## src/common/ooo_pkg.sv

```systemverilog
////////////////////
// ooo core package: sizes, alu op encoding and
// the records passed between rename, issue, alu and rob
////////////////////
package ooo_pkg;

  // machine sizes
  localparam int num_arch_regs = 8;
  localparam int num_phys_regs = 16;
  localparam int rs_depth      = 4;
  localparam int rob_depth     = 8;
  localparam int word_width    = 16;

  typedef logic [$clog2(num_arch_regs)-1:0] arch_reg_t;
  typedef logic [$clog2(num_phys_regs)-1:0] phys_reg_t;
  typedef logic [$clog2(rob_depth)-1:0]     rob_idx_t;
  typedef logic [$clog2(rs_depth)-1:0]      rs_idx_t;
  typedef logic [word_width-1:0]            word_t;

  // occupancy counters, one bit wider than the index
  typedef logic [$clog2(num_phys_regs):0] fl_count_t;
  typedef logic [$clog2(rob_depth):0]     rob_count_t;

  // op_li ignores both sources
  typedef enum logic [2:0] {
    op_add = 3'd0,
    op_sub = 3'd1,
    op_and = 3'd2,
    op_or  = 3'd3,
    op_xor = 3'd4,
    op_li  = 3'd5
  } alu_op_e;

  // decoded op from outside the core
  typedef struct packed {
    alu_op_e   op;
    arch_reg_t dest;
    arch_reg_t src_a;
    arch_reg_t src_b;
    word_t     imm;
  } dispatch_t;

  // op after renaming, as held in the reservation station
  typedef struct packed {
    alu_op_e   op;
    word_t     imm;
    phys_reg_t dest_tag;
    phys_reg_t tag_a;
    phys_reg_t tag_b;
    logic      ready_a;
    logic      ready_b;
    rob_idx_t  rob_idx;
  } rename_t;

  // common data bus, one broadcast per cycle
  typedef struct packed {
    logic      valid;
    phys_reg_t tag;
    rob_idx_t  rob_idx;
    word_t     value;
  } cdb_t;

  // one in-order commit
  typedef struct packed {
    logic      valid;
    arch_reg_t dest;
    word_t     value;
  } retire_t;

  // tag match against the bus
  function automatic logic cdb_hit(cdb_t bus, phys_reg_t tag);
    return bus.valid && (bus.tag == tag);
  endfunction

endpackage

```

## src/rename/rename_unit.sv

```systemverilog
////////////////////
// rename unit: map table, free list of physical
// tags and per-tag ready bits
////////////////////
`timescale 1ns/1ns

module rename_unit (
  input  logic               clock,
  input  logic               reset,
  input  logic               fire,
  input  ooo_pkg::dispatch_t in_op,
  input  ooo_pkg::rob_idx_t  rob_tail,
  input  ooo_pkg::cdb_t      cdb,
  input  logic               free_valid,
  input  ooo_pkg::phys_reg_t free_tag,
  output ooo_pkg::rename_t   renamed,
  output ooo_pkg::phys_reg_t old_tag,
  output logic               free_empty
);
  import ooo_pkg::*;

  // arch to phys mapping
  phys_reg_t map_table [num_arch_regs];

  // circular queue of free tags
  phys_reg_t free_list [num_phys_regs];
  phys_reg_t free_head;
  phys_reg_t free_tail;
  fl_count_t free_count;

  // value present in the register file
  logic [num_phys_regs-1:0] phys_ready;

  phys_reg_t tag_a;
  phys_reg_t tag_b;
  logic      uses_srcs;

  ////////////////////
  // rename lookup
  ////////////////////
  assign tag_a     = map_table[in_op.src_a];
  assign tag_b     = map_table[in_op.src_b];
  assign uses_srcs = (in_op.op != op_li);

  always_comb begin
    renamed.op       = in_op.op;
    renamed.imm      = in_op.imm;
    // new tag from the queue head
    renamed.dest_tag = free_list[free_head];
    renamed.tag_a    = tag_a;
    renamed.tag_b    = tag_b;
    // ready bit or a same-cycle broadcast of the tag
    renamed.ready_a  = !uses_srcs || phys_ready[tag_a] || cdb_hit(cdb, tag_a);
    renamed.ready_b  = !uses_srcs || phys_ready[tag_b] || cdb_hit(cdb, tag_b);
    renamed.rob_idx  = rob_tail;
  end

  // previous mapping goes to the rob, freed at retire
  assign old_tag    = map_table[in_op.dest];
  assign free_empty = (free_count == '0);

  // identity mapping out of reset
  always_ff @(posedge clock) begin
    if (reset) begin
      for (int i = 0; i < num_arch_regs; i++) begin
        map_table[i] <= phys_reg_t'(i);
      end
    end else if (fire) begin
      map_table[in_op.dest] <= renamed.dest_tag;
    end
  end

  ////////////////////
  // free list
  ////////////////////
  always_ff @(posedge clock) begin
    if (reset) begin
      // tags above the arch range start free
      // upper slots wrap to low tags but sit past the tail
      for (int i = 0; i < num_phys_regs; i++) begin
        free_list[i] <= phys_reg_t'(i + num_arch_regs);
      end
      free_head  <= '0;
      free_tail  <= phys_reg_t'(num_phys_regs - num_arch_regs);
      free_count <= fl_count_t'(num_phys_regs - num_arch_regs);
    end else begin
      // push tag released at retire
      if (free_valid) begin
        free_list[free_tail] <= free_tag;
        free_tail            <= free_tail + 1'b1;
      end
      // pop on accept
      if (fire) begin
        free_head <= free_head + 1'b1;
      end
      free_count <= free_count + fl_count_t'(free_valid) - fl_count_t'(fire);
    end
  end

  // ready bits, the bus sets them and allocation clears them
  always_ff @(posedge clock) begin
    if (reset) begin
      phys_ready <= '1;
    end else begin
      if (cdb.valid) begin
        phys_ready[cdb.tag] <= 1'b1;
      end
      // new tag is never in flight, so no clash with the bus
      if (fire) begin
        phys_ready[renamed.dest_tag] <= 1'b0;
      end
    end
  end

endmodule

```

## src/issue/reservation_station.sv

```systemverilog
////////////////////
// reservation station: waits for source tags
// on the bus, issues the lowest ready entry
////////////////////
`timescale 1ns/1ns

module reservation_station (
  input  logic             clock,
  input  logic             reset,
  input  logic             fire,
  input  ooo_pkg::rename_t renamed,
  input  ooo_pkg::cdb_t    cdb,
  output logic             issue_valid,
  output ooo_pkg::rename_t issue_op,
  output logic             rs_full
);
  import ooo_pkg::*;

  logic [rs_depth-1:0] entry_valid;
  rename_t             entry [rs_depth];

  // both operands ready
  logic [rs_depth-1:0] entry_ready;

  rs_idx_t alloc_idx;
  rs_idx_t issue_idx;

  always_comb begin
    for (int i = 0; i < rs_depth; i++) begin
      entry_ready[i] = entry_valid[i] && entry[i].ready_a && entry[i].ready_b;
    end
  end

  ////////////////////
  // select
  ////////////////////
  // walk down so the lowest index wins
  always_comb begin
    issue_valid = 1'b0;
    issue_idx   = '0;
    for (int i = rs_depth - 1; i >= 0; i--) begin
      if (entry_ready[i]) begin
        issue_valid = 1'b1;
        issue_idx   = rs_idx_t'(i);
      end
    end
  end

  assign issue_op = entry[issue_idx];

  // lowest free slot for the incoming op
  always_comb begin
    alloc_idx = '0;
    for (int i = rs_depth - 1; i >= 0; i--) begin
      if (!entry_valid[i]) begin
        alloc_idx = rs_idx_t'(i);
      end
    end
  end

  // slot issuing this cycle still counts as taken
  assign rs_full = &entry_valid;

  // occupancy
  always_ff @(posedge clock) begin
    if (reset) begin
      entry_valid <= '0;
    end else begin
      // alu always takes the op
      if (issue_valid) begin
        entry_valid[issue_idx] <= 1'b0;
      end
      if (fire) begin
        entry_valid[alloc_idx] <= 1'b1;
      end
    end
  end

  ////////////////////
  // wakeup
  ////////////////////
  // bus compare on every slot, selectable from the next cycle
  always_ff @(posedge clock) begin
    for (int i = 0; i < rs_depth; i++) begin
      if (cdb_hit(cdb, entry[i].tag_a)) begin
        entry[i].ready_a <= 1'b1;
      end
      if (cdb_hit(cdb, entry[i].tag_b)) begin
        entry[i].ready_b <= 1'b1;
      end
    end
    // same-cycle broadcast already folded into renamed
    if (fire) begin
      entry[alloc_idx] <= renamed;
    end
  end

endmodule

```

## src/source/alu_exec.sv

```systemverilog
////////////////////
// alu stage: physical register file read,
// compute and the common data bus register
////////////////////
`timescale 1ns/1ns

module alu_exec (
  input  logic             clock,
  input  logic             reset,
  input  logic             issue_valid,
  input  ooo_pkg::rename_t issue_op,
  output ooo_pkg::cdb_t    cdb
);
  import ooo_pkg::*;

  word_t regfile [num_phys_regs];

  word_t opnd_a;
  word_t opnd_b;
  word_t result;

  // bus register
  logic      cdb_valid_q;
  phys_reg_t cdb_tag_q;
  rob_idx_t  cdb_rob_q;
  word_t     cdb_value_q;

  // bypass a tag written this cycle
  assign opnd_a = cdb_hit(cdb, issue_op.tag_a) ? cdb.value : regfile[issue_op.tag_a];
  assign opnd_b = cdb_hit(cdb, issue_op.tag_b) ? cdb.value : regfile[issue_op.tag_b];

  always_comb begin
    case (issue_op.op)
      op_add:  result = opnd_a + opnd_b;
      op_sub:  result = opnd_a - opnd_b;
      op_and:  result = opnd_a & opnd_b;
      op_or:   result = opnd_a | opnd_b;
      op_xor:  result = opnd_a ^ opnd_b;
      op_li:   result = issue_op.imm;
      default: result = '0;
    endcase
  end

  ////////////////////
  // broadcast
  ////////////////////
  always_ff @(posedge clock) begin
    if (reset) begin
      cdb_valid_q <= 1'b0;
    end else begin
      cdb_valid_q <= issue_valid;
    end
  end

  always_ff @(posedge clock) begin
    cdb_tag_q   <= issue_op.dest_tag;
    cdb_rob_q   <= issue_op.rob_idx;
    cdb_value_q <= result;
  end

  assign cdb = '{valid: cdb_valid_q, tag: cdb_tag_q, rob_idx: cdb_rob_q, value: cdb_value_q};

  // written at the edge that ends the broadcast
  // arch regs start at zero through the identity map
  always_ff @(posedge clock) begin
    if (reset) begin
      for (int i = 0; i < num_phys_regs; i++) begin
        regfile[i] <= '0;
      end
    end else if (cdb_valid_q) begin
      regfile[cdb_tag_q] <= cdb_value_q;
    end
  end

endmodule

```

## src/rob/reorder_buffer.sv

```systemverilog
////////////////////
// reorder buffer: in-order record of accepted ops,
// retires the oldest once its result is on the bus
////////////////////
`timescale 1ns/1ns

module reorder_buffer (
  input  logic               clock,
  input  logic               reset,
  input  logic               fire,
  input  ooo_pkg::arch_reg_t dest,
  input  ooo_pkg::phys_reg_t old_tag,
  input  ooo_pkg::cdb_t      cdb,
  output ooo_pkg::rob_idx_t  rob_tail,
  output logic               rob_full,
  output ooo_pkg::retire_t   retire,
  output logic               free_valid,
  output ooo_pkg::phys_reg_t free_tag
);
  import ooo_pkg::*;

  // per-slot record
  arch_reg_t           entry_dest  [rob_depth];
  phys_reg_t           entry_old   [rob_depth];
  word_t               entry_value [rob_depth];
  logic [rob_depth-1:0] entry_done;

  rob_idx_t   head;
  rob_idx_t   tail;
  rob_count_t count;

  logic head_retire;

  assign rob_tail = tail;
  assign rob_full = (count == rob_count_t'(rob_depth));

  // oldest op has its result
  assign head_retire = (count != '0) && entry_done[head];

  ////////////////////
  // retire
  ////////////////////
  always_comb begin
    retire.valid = head_retire;
    retire.dest  = entry_dest[head];
    retire.value = entry_value[head];
  end

  // old mapping back to the free list on the retire edge
  assign free_valid = head_retire;
  assign free_tag   = entry_old[head];

  // pointers and count
  always_ff @(posedge clock) begin
    if (reset) begin
      head  <= '0;
      tail  <= '0;
      count <= '0;
    end else begin
      if (fire) begin
        tail <= tail + 1'b1;
      end
      if (head_retire) begin
        head <= head + 1'b1;
      end
      count <= count + rob_count_t'(fire) - rob_count_t'(head_retire);
    end
  end

  // done flags, set by the bus and cleared on allocation
  always_ff @(posedge clock) begin
    if (reset) begin
      entry_done <= '0;
    end else begin
      if (cdb.valid) begin
        entry_done[cdb.rob_idx] <= 1'b1;
      end
      // tail slot is never in flight when accepting
      if (fire) begin
        entry_done[tail] <= 1'b0;
      end
    end
  end

  // payload
  always_ff @(posedge clock) begin
    if (fire) begin
      entry_dest[tail] <= dest;
      entry_old[tail]  <= old_tag;
    end
    // result capture by slot number
    if (cdb.valid) begin
      entry_value[cdb.rob_idx] <= cdb.value;
    end
  end

endmodule

```

## src/source/ooo_core.sv

```systemverilog
////////////////////
// ooo core top: rename, reservation station,
// alu and rob behind one dispatch handshake
////////////////////
`timescale 1ns/1ns

module ooo_core (
  input  logic               clock,
  input  logic               reset,
  input  logic               in_valid,
  input  ooo_pkg::dispatch_t in_op,
  output logic               in_ready,
  output ooo_pkg::retire_t   retire
);
  import ooo_pkg::*;

  // fullness flags
  logic free_empty;
  logic rs_full;
  logic rob_full;

  // accept strobe shared by all blocks
  logic fire;

  rename_t   renamed;
  phys_reg_t old_tag;
  rob_idx_t  rob_tail;

  logic    issue_valid;
  rename_t issue_op;

  cdb_t cdb;

  // rob to free list
  logic      free_valid;
  phys_reg_t free_tag;

  ////////////////////
  // dispatch handshake
  ////////////////////
  assign in_ready = !free_empty && !rs_full && !rob_full;
  assign fire     = in_valid && in_ready;

  rename_unit rename_unit_inst (
    .clock      (clock),
    .reset      (reset),
    .fire       (fire),
    .in_op      (in_op),
    .rob_tail   (rob_tail),
    .cdb        (cdb),
    .free_valid (free_valid),
    .free_tag   (free_tag),
    .renamed    (renamed),
    .old_tag    (old_tag),
    .free_empty (free_empty)
  );

  reservation_station reservation_station_inst (
    .clock       (clock),
    .reset       (reset),
    .fire        (fire),
    .renamed     (renamed),
    .cdb         (cdb),
    .issue_valid (issue_valid),
    .issue_op    (issue_op),
    .rs_full     (rs_full)
  );

  // single alu, drives the bus
  alu_exec alu_exec_inst (
    .clock       (clock),
    .reset       (reset),
    .issue_valid (issue_valid),
    .issue_op    (issue_op),
    .cdb         (cdb)
  );

  reorder_buffer reorder_buffer_inst (
    .clock      (clock),
    .reset      (reset),
    .fire       (fire),
    .dest       (in_op.dest),
    .old_tag    (old_tag),
    .cdb        (cdb),
    .rob_tail   (rob_tail),
    .rob_full   (rob_full),
    .retire     (retire),
    .free_valid (free_valid),
    .free_tag   (free_tag)
  );

endmodule

```

## config.mk

```make
export PLATFORM = sky130hd
export DESIGN_NAME = ooo_core
export DESIGN_NICKNAME = d
export VERILOG_FILES = /design/src/common/ooo_pkg.sv /design/src/rename/rename_unit.sv /design/src/issue/reservation_station.sv /design/src/source/alu_exec.sv /design/src/rob/reorder_buffer.sv /design/src/source/ooo_core.sv
export SDC_FILE = /design/constraint.sdc
export NUM_CORES = 1
export LEC_CHECK = 0
export BUFFER_PORTS_ARGS = -buffer_cell sky130_fd_sc_hd__clkbuf_2
export CAP_MARGIN = 20
export CELL_PAD_IN_SITES_DETAIL_PLACEMENT = 1
export CELL_PAD_IN_SITES_GLOBAL_PLACEMENT = 2
export CORE_UTILIZATION = 44
export CTS_CLUSTER_SIZE = 24
export DETAILED_ROUTE_END_ITERATION = 10
export HOLD_SLACK_MARGIN = 0.02
export PLACE_DENSITY = 0.9
export REMOVE_ABC_BUFFERS = 1
export SKIP_CTS_REPAIR_TIMING = 1
export SLEW_MARGIN = 5
export SYNTH_ARGS = -nofsm -noshare
export SYNTH_HDL_FRONTEND = slang
export SYNTH_SLANG_ARGS = --single-unit
export TNS_END_PERCENT = 20
```

## constraint.sdc

```tcl
create_clock -name clock -period 6.26 [get_ports clock]
set_clock_uncertainty 0.15 [all_clocks]
set_input_delay 1.252 -clock clock [delete_from_list [all_inputs] [get_ports clock]]
set_output_delay 1.252 -clock clock [all_outputs]
set_load 0.1 [all_outputs]
```

; ---- Word level (Yosys, flattened, before mapping)
; Memory sizes are Yosys's and may differ from the RTL's. A register that Yosys moved wholly into a read port is not among the register bits.
; Index checks and enable logic that the tools add are counted.
[op_classes]
addsub = 10
n_bitwise = 12
order_cmp = 15
eq_ne = 19
n_reduce_logical = 45
n_mux = 88
[op_table]
columns = op, n
row1 = $mux W16, 6
row2 = $pmux W16 S6, 1
row3 = $eq A4 B4 Y1, 12
row4 = $mux W1, 45
row5 = $mux W4, 9
row6 = $and A16 B16 Y16, 2
row7 = $or A16 B16 Y16, 2
row8 = $logic_and A1 B1 Y1, 30
row9 = $mux W8, 3
row10 = $mux W3, 7
row11 = $lt A4 B5 Y1 const B, 4
row12 = $add A16 B16 Y16, 1
row13 = $mux W2, 8
row14 = $not A16 Y16, 1
row15 = $reduce_or A16 Y1, 1
row16 = $sub A16 B16 Y16, 1
row17 = $xor A16 B16 Y16, 1
row18 = $lt A3 B4 Y1 const B, 3
row19 = $add A4 B1 Y4 const B, 2
row20 = $and A8 B8 Y8, 1
row21 = $bmux W1 S4, 2
row22 = $demux W1 S4, 2
row23 = $ge A4 B1 Y1 const B, 2
row24 = $not A8 Y8, 1
row25 = 27 further kinds, 42
[totals]
ram_bits = 680
out_inout_bits = 21
reg_bits = 75
memories = 7
wordCells = 209
input_bits = 31
[memory_table]
columns = memory, words, word_bits, rd, rd_clocked_by_memory_dff, write_ports, line
row1 = alu_exec_inst.regfile, 16, 16, 2, 0, 16, alu_exec.sv:16  ; word_t regfile [num_phys_regs];
row2 = reservation_station_inst.entry, 4, 36, 5, 0, 5, reservation_station.sv:20  ; rename_t entry [rs_depth];
row3 = reorder_buffer_inst.entry_value, 8, 16, 1, 1, 1, reorder_buffer.sv:25  ; word_t entry_value [rob_depth];
row4 = rename_unit_inst.free_list, 16, 4, 1, 1, 16, rename_unit.sv:26  ; phys_reg_t free_list [num_phys_regs];
row5 = rename_unit_inst.map_table, 8, 4, 3, 0, 8, rename_unit.sv:23  ; phys_reg_t map_table [num_arch_regs];
row6 = reorder_buffer_inst.entry_old, 8, 4, 1, 1, 1, reorder_buffer.sv:24  ; phys_reg_t entry_old [rob_depth];
row7 = 1 more memories, n/a, n/a, n/a, n/a, n/a, n/a

; ---- Depth between registers and ports, before layout
; Gate-level depths: netlist of the first run.
; An unclocked memory read counts as a cell.
[depth]
ltp_word = 17
ltp_mapped = 30
ltp_nobuf = 25

; ---- Modules after synthesis
; From an unflattened synthesis of the first run, not the netlist that was laid out.
[hier_totals]
hier_cells = 2660
hier_area_um2 = 37942.6
[by_module_without_submodules]
columns = module, area_each_um2, seq_area_each_um2, cells_per_inst, n_inst
row1 = alu_exec, 16751.1, 8167.8, 1255, 1
row2 = reorder_buffer, 7936.4, 5945.7, 382, 1
row3 = rename_unit, 7287.0, 3543.4, 614, 1
row4 = reservation_station, 5948.2, 4324.1, 407, 1
row5 = ooo_core, 20.0, 0.0, 2, 1

; ---- Worst setup path before layout of the first run
; Ideal clock, no wire load.
[synth_path]
path_kind = reg-to-reg
from = register reservation_station_inst.entry_valid[1]
to = memory reservation_station_inst.entry[0][0] (netlist bit) (enable)
setup_slack_ns = 0.164
stages_incl_launch_ff = 6
period_less_slack_ns = 6.096
setup_ns = 0.445
arrival_time_ns = 5.502
t_required_ns = 5.665
path_cell_list = dfxtp_1 buf_2 and3_1 a221oi_1 nand2_1 a21oi_1
[synth_rtl]
columns = item, line
row1 = from (decl), reservation_station.sv:19  ; logic [rs_depth-1:0] entry_valid;
row2 = from (signal assigned), reservation_station.sv:67  ; entry_valid <= '0;
row3 = "from (signal, indexed assignment)", reservation_station.sv:71  ; entry_valid[issue_idx] <= 1'b0;
row4 = "from (signal, indexed assignment)", reservation_station.sv:74  ; entry_valid[alloc_idx] <= 1'b1;
row5 = to (decl), reservation_station.sv:20

==> results.json, run 1 <==
{
  "grt_pass1_wl_um": 184000,
  "end_kind": "flip-flop",
  "met2_length_um": 60700,
  "setup_tns_ps": 0,
  "rows": 107,
  "place_inst": 4382,
  "die_y_um": 296,
  "fmax_ghz": 0.166,
  "ant_nets": 0,
  "insertion_delay_ps": 680,
  "boundaryPins": 52,
  "diodes": 0,
  "power_density_mw_per_mm2": 440,
  "first_global_vias": 29139,
  "drt-initial-drc-count": 2390,
  "numCtsBuffers": 85,
  "maxSlewViolCount": 0,
  "drive_gt1_frac": 0.162,
  "cts_tree": "yes",
  "drc": 0,
  "dr.pass1.iters": 7,
  "critPathLaunchType": "flip-flop",
  "p_int_mw": 11.7,
  "pwr-share-clk": 0.268,
  "ys_types": 88,
  "antenna_found_initial": 3,
  "yosysTopAreaCell": "edfxtp_1",
  "finalHoldViolations": 0,
  "fin_hold_ws_ps": 309,
  "p_sw_frac": 0.387,
  "power_frac_seq": 0.352,
  "initial_utilization": 0.445,
  "nNetsFinal": 3435,
  "synthFlopType": "edfxtp_1",
  "cap_violations": 0,
  "hold_class": "flip-flop to flip-flop",
  "p_total_mw": 19.0,
  "worst-setup-path-type": "flip-flop to flip-flop",
  "synth_edf_count": 672,
  "cts-htree-levels": 3,
  "multi_input_area_sq_mm": 0.0150,
  "via_per_inst": 6.09,
  "cts_num_sinks": 762,
  "via_count": 27666,
  "place.gp.congestion": 0.955,
  "synth_top_cell_area_share": 0.530,
  "port_buffers": 51,
  "die_x_um": 296,
  "synth_area_leaders": "edfxtp_1 53%, nand2_1 5.6%, mux4_2 4.9%",
  "yosysMostFrequentCell": "edfxtp_1",
  "worst_slew_pin_slew_ps": 1160,
  "area_growth_syn_to_layout_pct": 13.6,
  "cts_buffer_depth": 3,
  "postSynthAreaPerCell_sq_um": 11.7,
  "regArea_sq_mm": 0.0220,
  "met3_length_um": 8140,
  "cp_max_fo": 35,
  "top_layer_used": "met5",
  "status": "completed",
  "period_needed_ps": 6040,
  "synth_seq_cells": 762,
  "wirelength_um": 124000,
  "synth_seq_area_share": 0.578,
  "ys.warnings.count": 0,
  "ys_top_cells_by_count": "672 x edfxtp_1, 566 x nand2_1, 261 x and2_1, 183 x nor2_1, 149 x clkbuf_1",
  "wl_per_cell_um": 27.2,
  "syn_inst": 3260,
  "peakVddDrop_mv": 0.247,
  "grt_usage": 0.280,
  "finalCritPeriodShare": 0.964,
  "clk_pin_slew_worst_paths_ps": 60,
  "p_sw_mw": 7.35,
  "grt_max_degree": 53,
  "grt_overflow": 0,
  "fill_cells": 8958,
  "met1Wirelength_um": 49000,
  "cp.required_ps": 6670,
  "async_flop_share": 0,
  "leakagePower_nw": 15.6,
  "instances_no_fill": 4543,
  "dieArea_sq_mm": 0.0876,
  "hpwlAfterDp_um": 82400,
  "coreArea_sq_mm": 0.0854,
  "clock_tree.root_cell": "clkbuf_16",
  "comb_power_share": 0.380,
  "final_core_utilization": 0.506,
  "setup_viol": 0,
  "cp.arrival_ps": 6450,
  "synth_area_sq_mm": 0.0380,
  "maxSlewHeadroom": 0.223
}
[critical path, cell delays in order, from the launching register on]
cell and delay (ps):
dfxtp_1 440, and3_1 280, buf_4 170, nand3_1 130, nor2_2 460, or4_4 360
buf_4 160, buf_12 190, nand2_1 80, nand3_1 70, o21ai_0 90, o211ai_1 360
o21ai_0 270, o21a_1 250, inv_1 80, ha_1 250, a21boi_0 150, o21ai_0 250
a21oi_1 170, a211oi_1 240, nor3_1 120, a31o_2 270, a21o_1 180, a21oi_1 160
xnor3_1 430, o221ai_2 150
[through the flow]
stage,worst slack (ps),cell area (sq um)
4_1_cts,-26.9,43000
6_report,223,43200
5_1_grt,-50.9,43200
3_5_place_dp,42.7,40200
2_1_floorplan,-3070,37000
3_3_place_gp,151,40200
[placed cells by master (no fill, tap or decap), types with 19 or more instances in the layout]
master	Yosys	layout
nand2_1	566	566
xor2_1	43	43
nand2b_1	34	34
o21ai_0	105	105
a21o_1	19	19
ha_1	67	67
mux2i_1	75	75
o211ai_1	57	57
xnor2_1	41	41
nor3_1	51	47
a311oi_1	23	23
a222oi_1	29	29
clkbuf_2	0	52
nand3_1	125	124
clkbuf_16	0	91
buf_4	8	144
mux4_2	83	83
a21oi_1	79	77
nor2_1	183	169
mux2_2	33	33
a211oi_1	27	27
and3_1	26	24
clkbuf_1	149	22
edfxtp_1	672	672
and2_1	261	261
dfxtp_1	90	86
nand4_1	24	24
inv_1	81	81
[cell type report]
class,count,area share
flip-flops and latches,762,0.509
inverters,81,0.00704
clock buffers,121,0.0570
well taps,1144,0.0331
repair buffers,211,0.0381
multi-input cells,2193,0.348
clock inverters,31,0.00794
[routing by layer]
layer / global-route usage / vias to the layer above
li1: - / 12059
met1: 0.352 / 14207
met2: 0.474 / 1097
met3: 0.0388 / 301
met4: 0.140 / 2
met5: 0 / -
[power by group through the flow]
stage | combinational, mW | clock (mW) | sequential, mW
2_1_floorplan | 4.32 | 0 | 6.61
3_3_place_gp | 6.76 | 0 | 6.74
3_5_place_dp | 6.99 | 0 | 6.79
4_1_cts | 7.06 | 5.14 | 6.69
5_1_grt | 7.75 | 5.31 | 6.73
6_report | 7.22 | 5.10 | 6.68
[registers in the layout, summed over array words and instances (netlist names), named ones only]
register and cells:
rename_unit_inst.phys_ready 16, rename_unit_inst.free_tail 4, reorder_buffer_inst.head 3, reorder_buffer_inst.entry_value 128, reorder_buffer_inst.count 4, rename_unit_inst.free_count 5
reorder_buffer_inst.entry_dest 24, reservation_station_inst.entry_valid 4, rename_unit_inst.free_head 4, reservation_station_inst.entry 144, rename_unit_inst.map_table 32, alu_exec_inst.cdb_value_q 16
alu_exec_inst.cdb_rob_q 3, rename_unit_inst.free_list 64, alu_exec_inst.cdb_valid_q 1, alu_exec_inst.cdb_tag_q 4, reorder_buffer_inst.entry_done 8, alu_exec_inst.regfile 256
reorder_buffer_inst.entry_old 32, reorder_buffer_inst.rob_tail 3
[cells by family (layout without fill, tap and decap cells)]
kind of cell    after synthesis  count (layout)  synth area share
simple gates               1333            1335             0.166
flops                       762             762             0.578
fa+ha+maj                    70              70            0.0236
xor+xnor                     87              87            0.0211
mux                         193             193            0.0794
compound gates              508             508            0.0972
buf+inv                     307             444            0.0346
[final timing paths]
check	start	end	slack, ps	depth (start not counted)
setup / recovery	reservation_station_inst.entry[2][4]	alu_exec_inst.cdb_value_q[15]	220	25
hold / removal	reservation_station_inst.entry[0][16]	alu_exec_inst.cdb_tag_q[3]	310	2
setup reg to reg	reservation_station_inst.entry[2][4]	alu_exec_inst.cdb_value_q[15]	220	25
hold reg to reg	reservation_station_inst.entry[0][16]	alu_exec_inst.cdb_tag_q[3]	310	2
Note: power is estimated with default switching activity, not from simulation.
==> run 2, diff against run 1 <==
- SKIP_CTS_REPAIR_TIMING: 1 -> not set
- clock period: 6.26 -> 5.8 ns (I/O delays scaled with it)
==> results.json, run 2 (synthesized netlist as in run 1, its figures left out) <==
{
  "leakagePower_nw": 16.2,
  "cp_num_buf_inv": 6,
  "port_buffers": 51,
  "clock_tree.root_cell": "clkbuf_16",
  "finalCritPeriodShare": 0.977,
  "cts-htree-levels": 3,
  "drc": 0,
  "nNetsFinal": 3520,
  "place.gp.congestion": 0.935,
  "rows": 107,
  "drt-initial-drc-count": 2561,
  "critPathTopFamily": "compound AO/OA/AOI/OAI gates",
  "endpoint": "alu_exec_inst.cdb_value_q[15]",
  "initial_utilization": 0.445,
  "cts_buffer_depth": 3,
  "critical_path.slowest_cell": "o21ai_0",
  "hold_class": "flip-flop to flip-flop",
  "fmax_ghz": 0.177,
  "worst_slew_pin_slew_ps": 1180,
  "cp.arrival_ps": 6060,
  "cp_max_fo": 38,
  "setup_viol": 0,
  "end_kind": "flip-flop",
  "top_regs": "alu_exec_inst.regfile: 256 flops, reservation_station_inst.entry: 144 flops, reorder_buffer_inst.entry_value: 128 flops",
  "regArea_sq_mm": 0.0220,
  "period_needed_ps": 5660,
  "layout_commonest_cell": "edfxtp_1",
  "via_per_inst": 6.05,
  "wirelength_um": 125000,
  "insertion_delay_ps": 670,
  "finalHoldViolations": 0,
  "boundaryPins": 52,
  "drive_gt1_frac": 0.194,
  "r2r_cells": 25,
  "maxSlewHeadroom": 0.214,
  "multi_input_area_sq_mm": 0.0151,
  "dr.pass1.iters": 8,
  "grt_max_degree": 53,
  "hpwlAfterDp_um": 83400,
  "cts_tree": "yes",
  "largest_register_ffs": 256,
  "ant_nets": 0,
  "cp.required_ps": 6190,
  "area_growth_syn_to_layout_pct": 16.4,
  "via_count": 28037,
  "grt_usage": 0.282,
  "holdBufCountCts": 0,
  "first_global_vias": 29956,
  "dieArea_sq_mm": 0.0876,
  "r2r_slack_ps": 140,
  "worst-setup-path-type": "flip-flop to flip-flop",
  "wl_per_cell_um": 26.9,
  "grt_overflow": 0,
  "critical_path.startpoint": "reservation_station_inst.entry[0][3]",
  "p_total_mw": 21.6,
  "maxSlewViolCount": 0,
  "die_y_um": 296,
  "cts_num_sinks": 762,
  "fin_hold_ws_ps": 295,
  "numCtsBuffers": 83,
  "largest-register": "alu_exec_inst.regfile",
  "critPathLaunchType": "flip-flop",
  "diodes": 0,
  "layout_common_cells": "672 x edfxtp_1, 565 x nand2_1, 261 x and2_1",
  "clk_pin_slew_worst_paths_ps": 60,
  "die_x_um": 296,
  "coreArea_sq_mm": 0.0854,
  "peakVddDrop_mv": 0.282,
  "cap_violations": 0,
  "status": "completed",
  "grt_pass1_wl_um": 185000,
  "fill_cells": 8906,
  "power_density_mw_per_mm2": 488,
  "path_depth": 25,
  "r2r_start": "reservation_station_inst.entry[0][3]",
  "cp_slowest_stage_delay_ps": 550,
  "r2r_end": "alu_exec_inst.cdb_value_q[15]",
  "antenna_found_initial": 2
}
[run 2: cell types whose count changed in the layout (fill, tap and decap cells not counted), sizes merged]
cell | before | now
buf | 160 | 247
bufinv | 5 | 11
clkbuf | 172 | 152
clkinv | 22 | 40
inv | 84 | 83
nor2 | 183 | 184
or4 | 3 | 1
[run 2: power by group]
| group | internal (mW) | total [mW] | switching, mW |
|---|---|---|---|
| registers | 6.60 | 7.07 | 0.469 |
| logic | 3.45 | 8.89 | 5.44 |
| clock network | 3.27 | 5.63 | 2.37 |
[run 2: cell type report]
cell class	count	area share
Sequential cell	762	0.497
Multi-Input combinational cell	2192	0.342
Timing Repair Buffer	299	0.0562
Clock buffer	100	0.0502
Tap cell	1144	0.0323
Clock inverter	54	0.0158
Inverter	81	0.00687
[run 2: worst register-to-register path: cells and delay by family (launching register included)]
kind | cells | cell delay (ps)
AO/OA/AOI/OAI | 14 | 2760
XOR/XNOR | 1 | 450
adder cells (fa/ha/maj) | 1 | 290
buffers and inverters | 6 | 1110
flip-flops | 1 | 330
AND/OR/NAND/NOR | 3 | 450
[run 2: worst min path at each step]
| stage | cells after the start | startpoint | endpoint | slack (ps) |
|---|---|---|---|---|
| finish | 2 | reservation_station_inst.entry[0][15] | alu_exec_inst.cdb_tag_q[2] | 300 |
| global route | 2 | reservation_station_inst.entry[0][15] | alu_exec_inst.cdb_tag_q[2] | 320 |
| CTS | 2 | reservation_station_inst.entry[0][15] | alu_exec_inst.cdb_tag_q[2] | 300 |
| detailed placement | 2 | reservation_station_inst.entry[0][15] | alu_exec_inst.cdb_tag_q[2] | 280 |
| global placement | 2 | reservation_station_inst.entry[0][14] | alu_exec_inst.cdb_tag_q[1] | 280 |
| floorplan | 2 | reservation_station_inst.entry[0][0] | alu_exec_inst.cdb_rob_q[0] | 270 |
[run 2: metrics by stage]
stage | area, sq um | setup slack (ps) | cells | TNS [ps] | utilization
6_report | 44300 | 136 | 4632 | 0 | 0.518
4_1_cts | 43900 | 3.88 | 4621 | 0 | 0.514
3_5_place_dp | 41000 | -99.4 | 4467 | -99.4 | 0.480
3_3_place_gp | 40900 | 135 | 4466 | 0 | 0.479
2_1_floorplan | 37000 | -3530 | 3034 | -70560 | -
5_1_grt | 44300 | -2.48 | 4632 | -2.48 | 0.518
[run 2: timing repair]
action | CTS | global route
gates resized for setup | 7 | 49
gates cloned | 0 | 2
setup endpoints to repair | 3 | 5
setup buffers | 0 | 4
pin swaps | 0 | 7
[run 2: per-layer routing]
metal	vias to the layer above	wire (um)	global-route usage
li1	12224	-	-
met1	14454	50000	0.357
met2	1085	62600	0.489
met3	274	7280	0.0368
met4	0	4770	0.114
met5	-	0	0
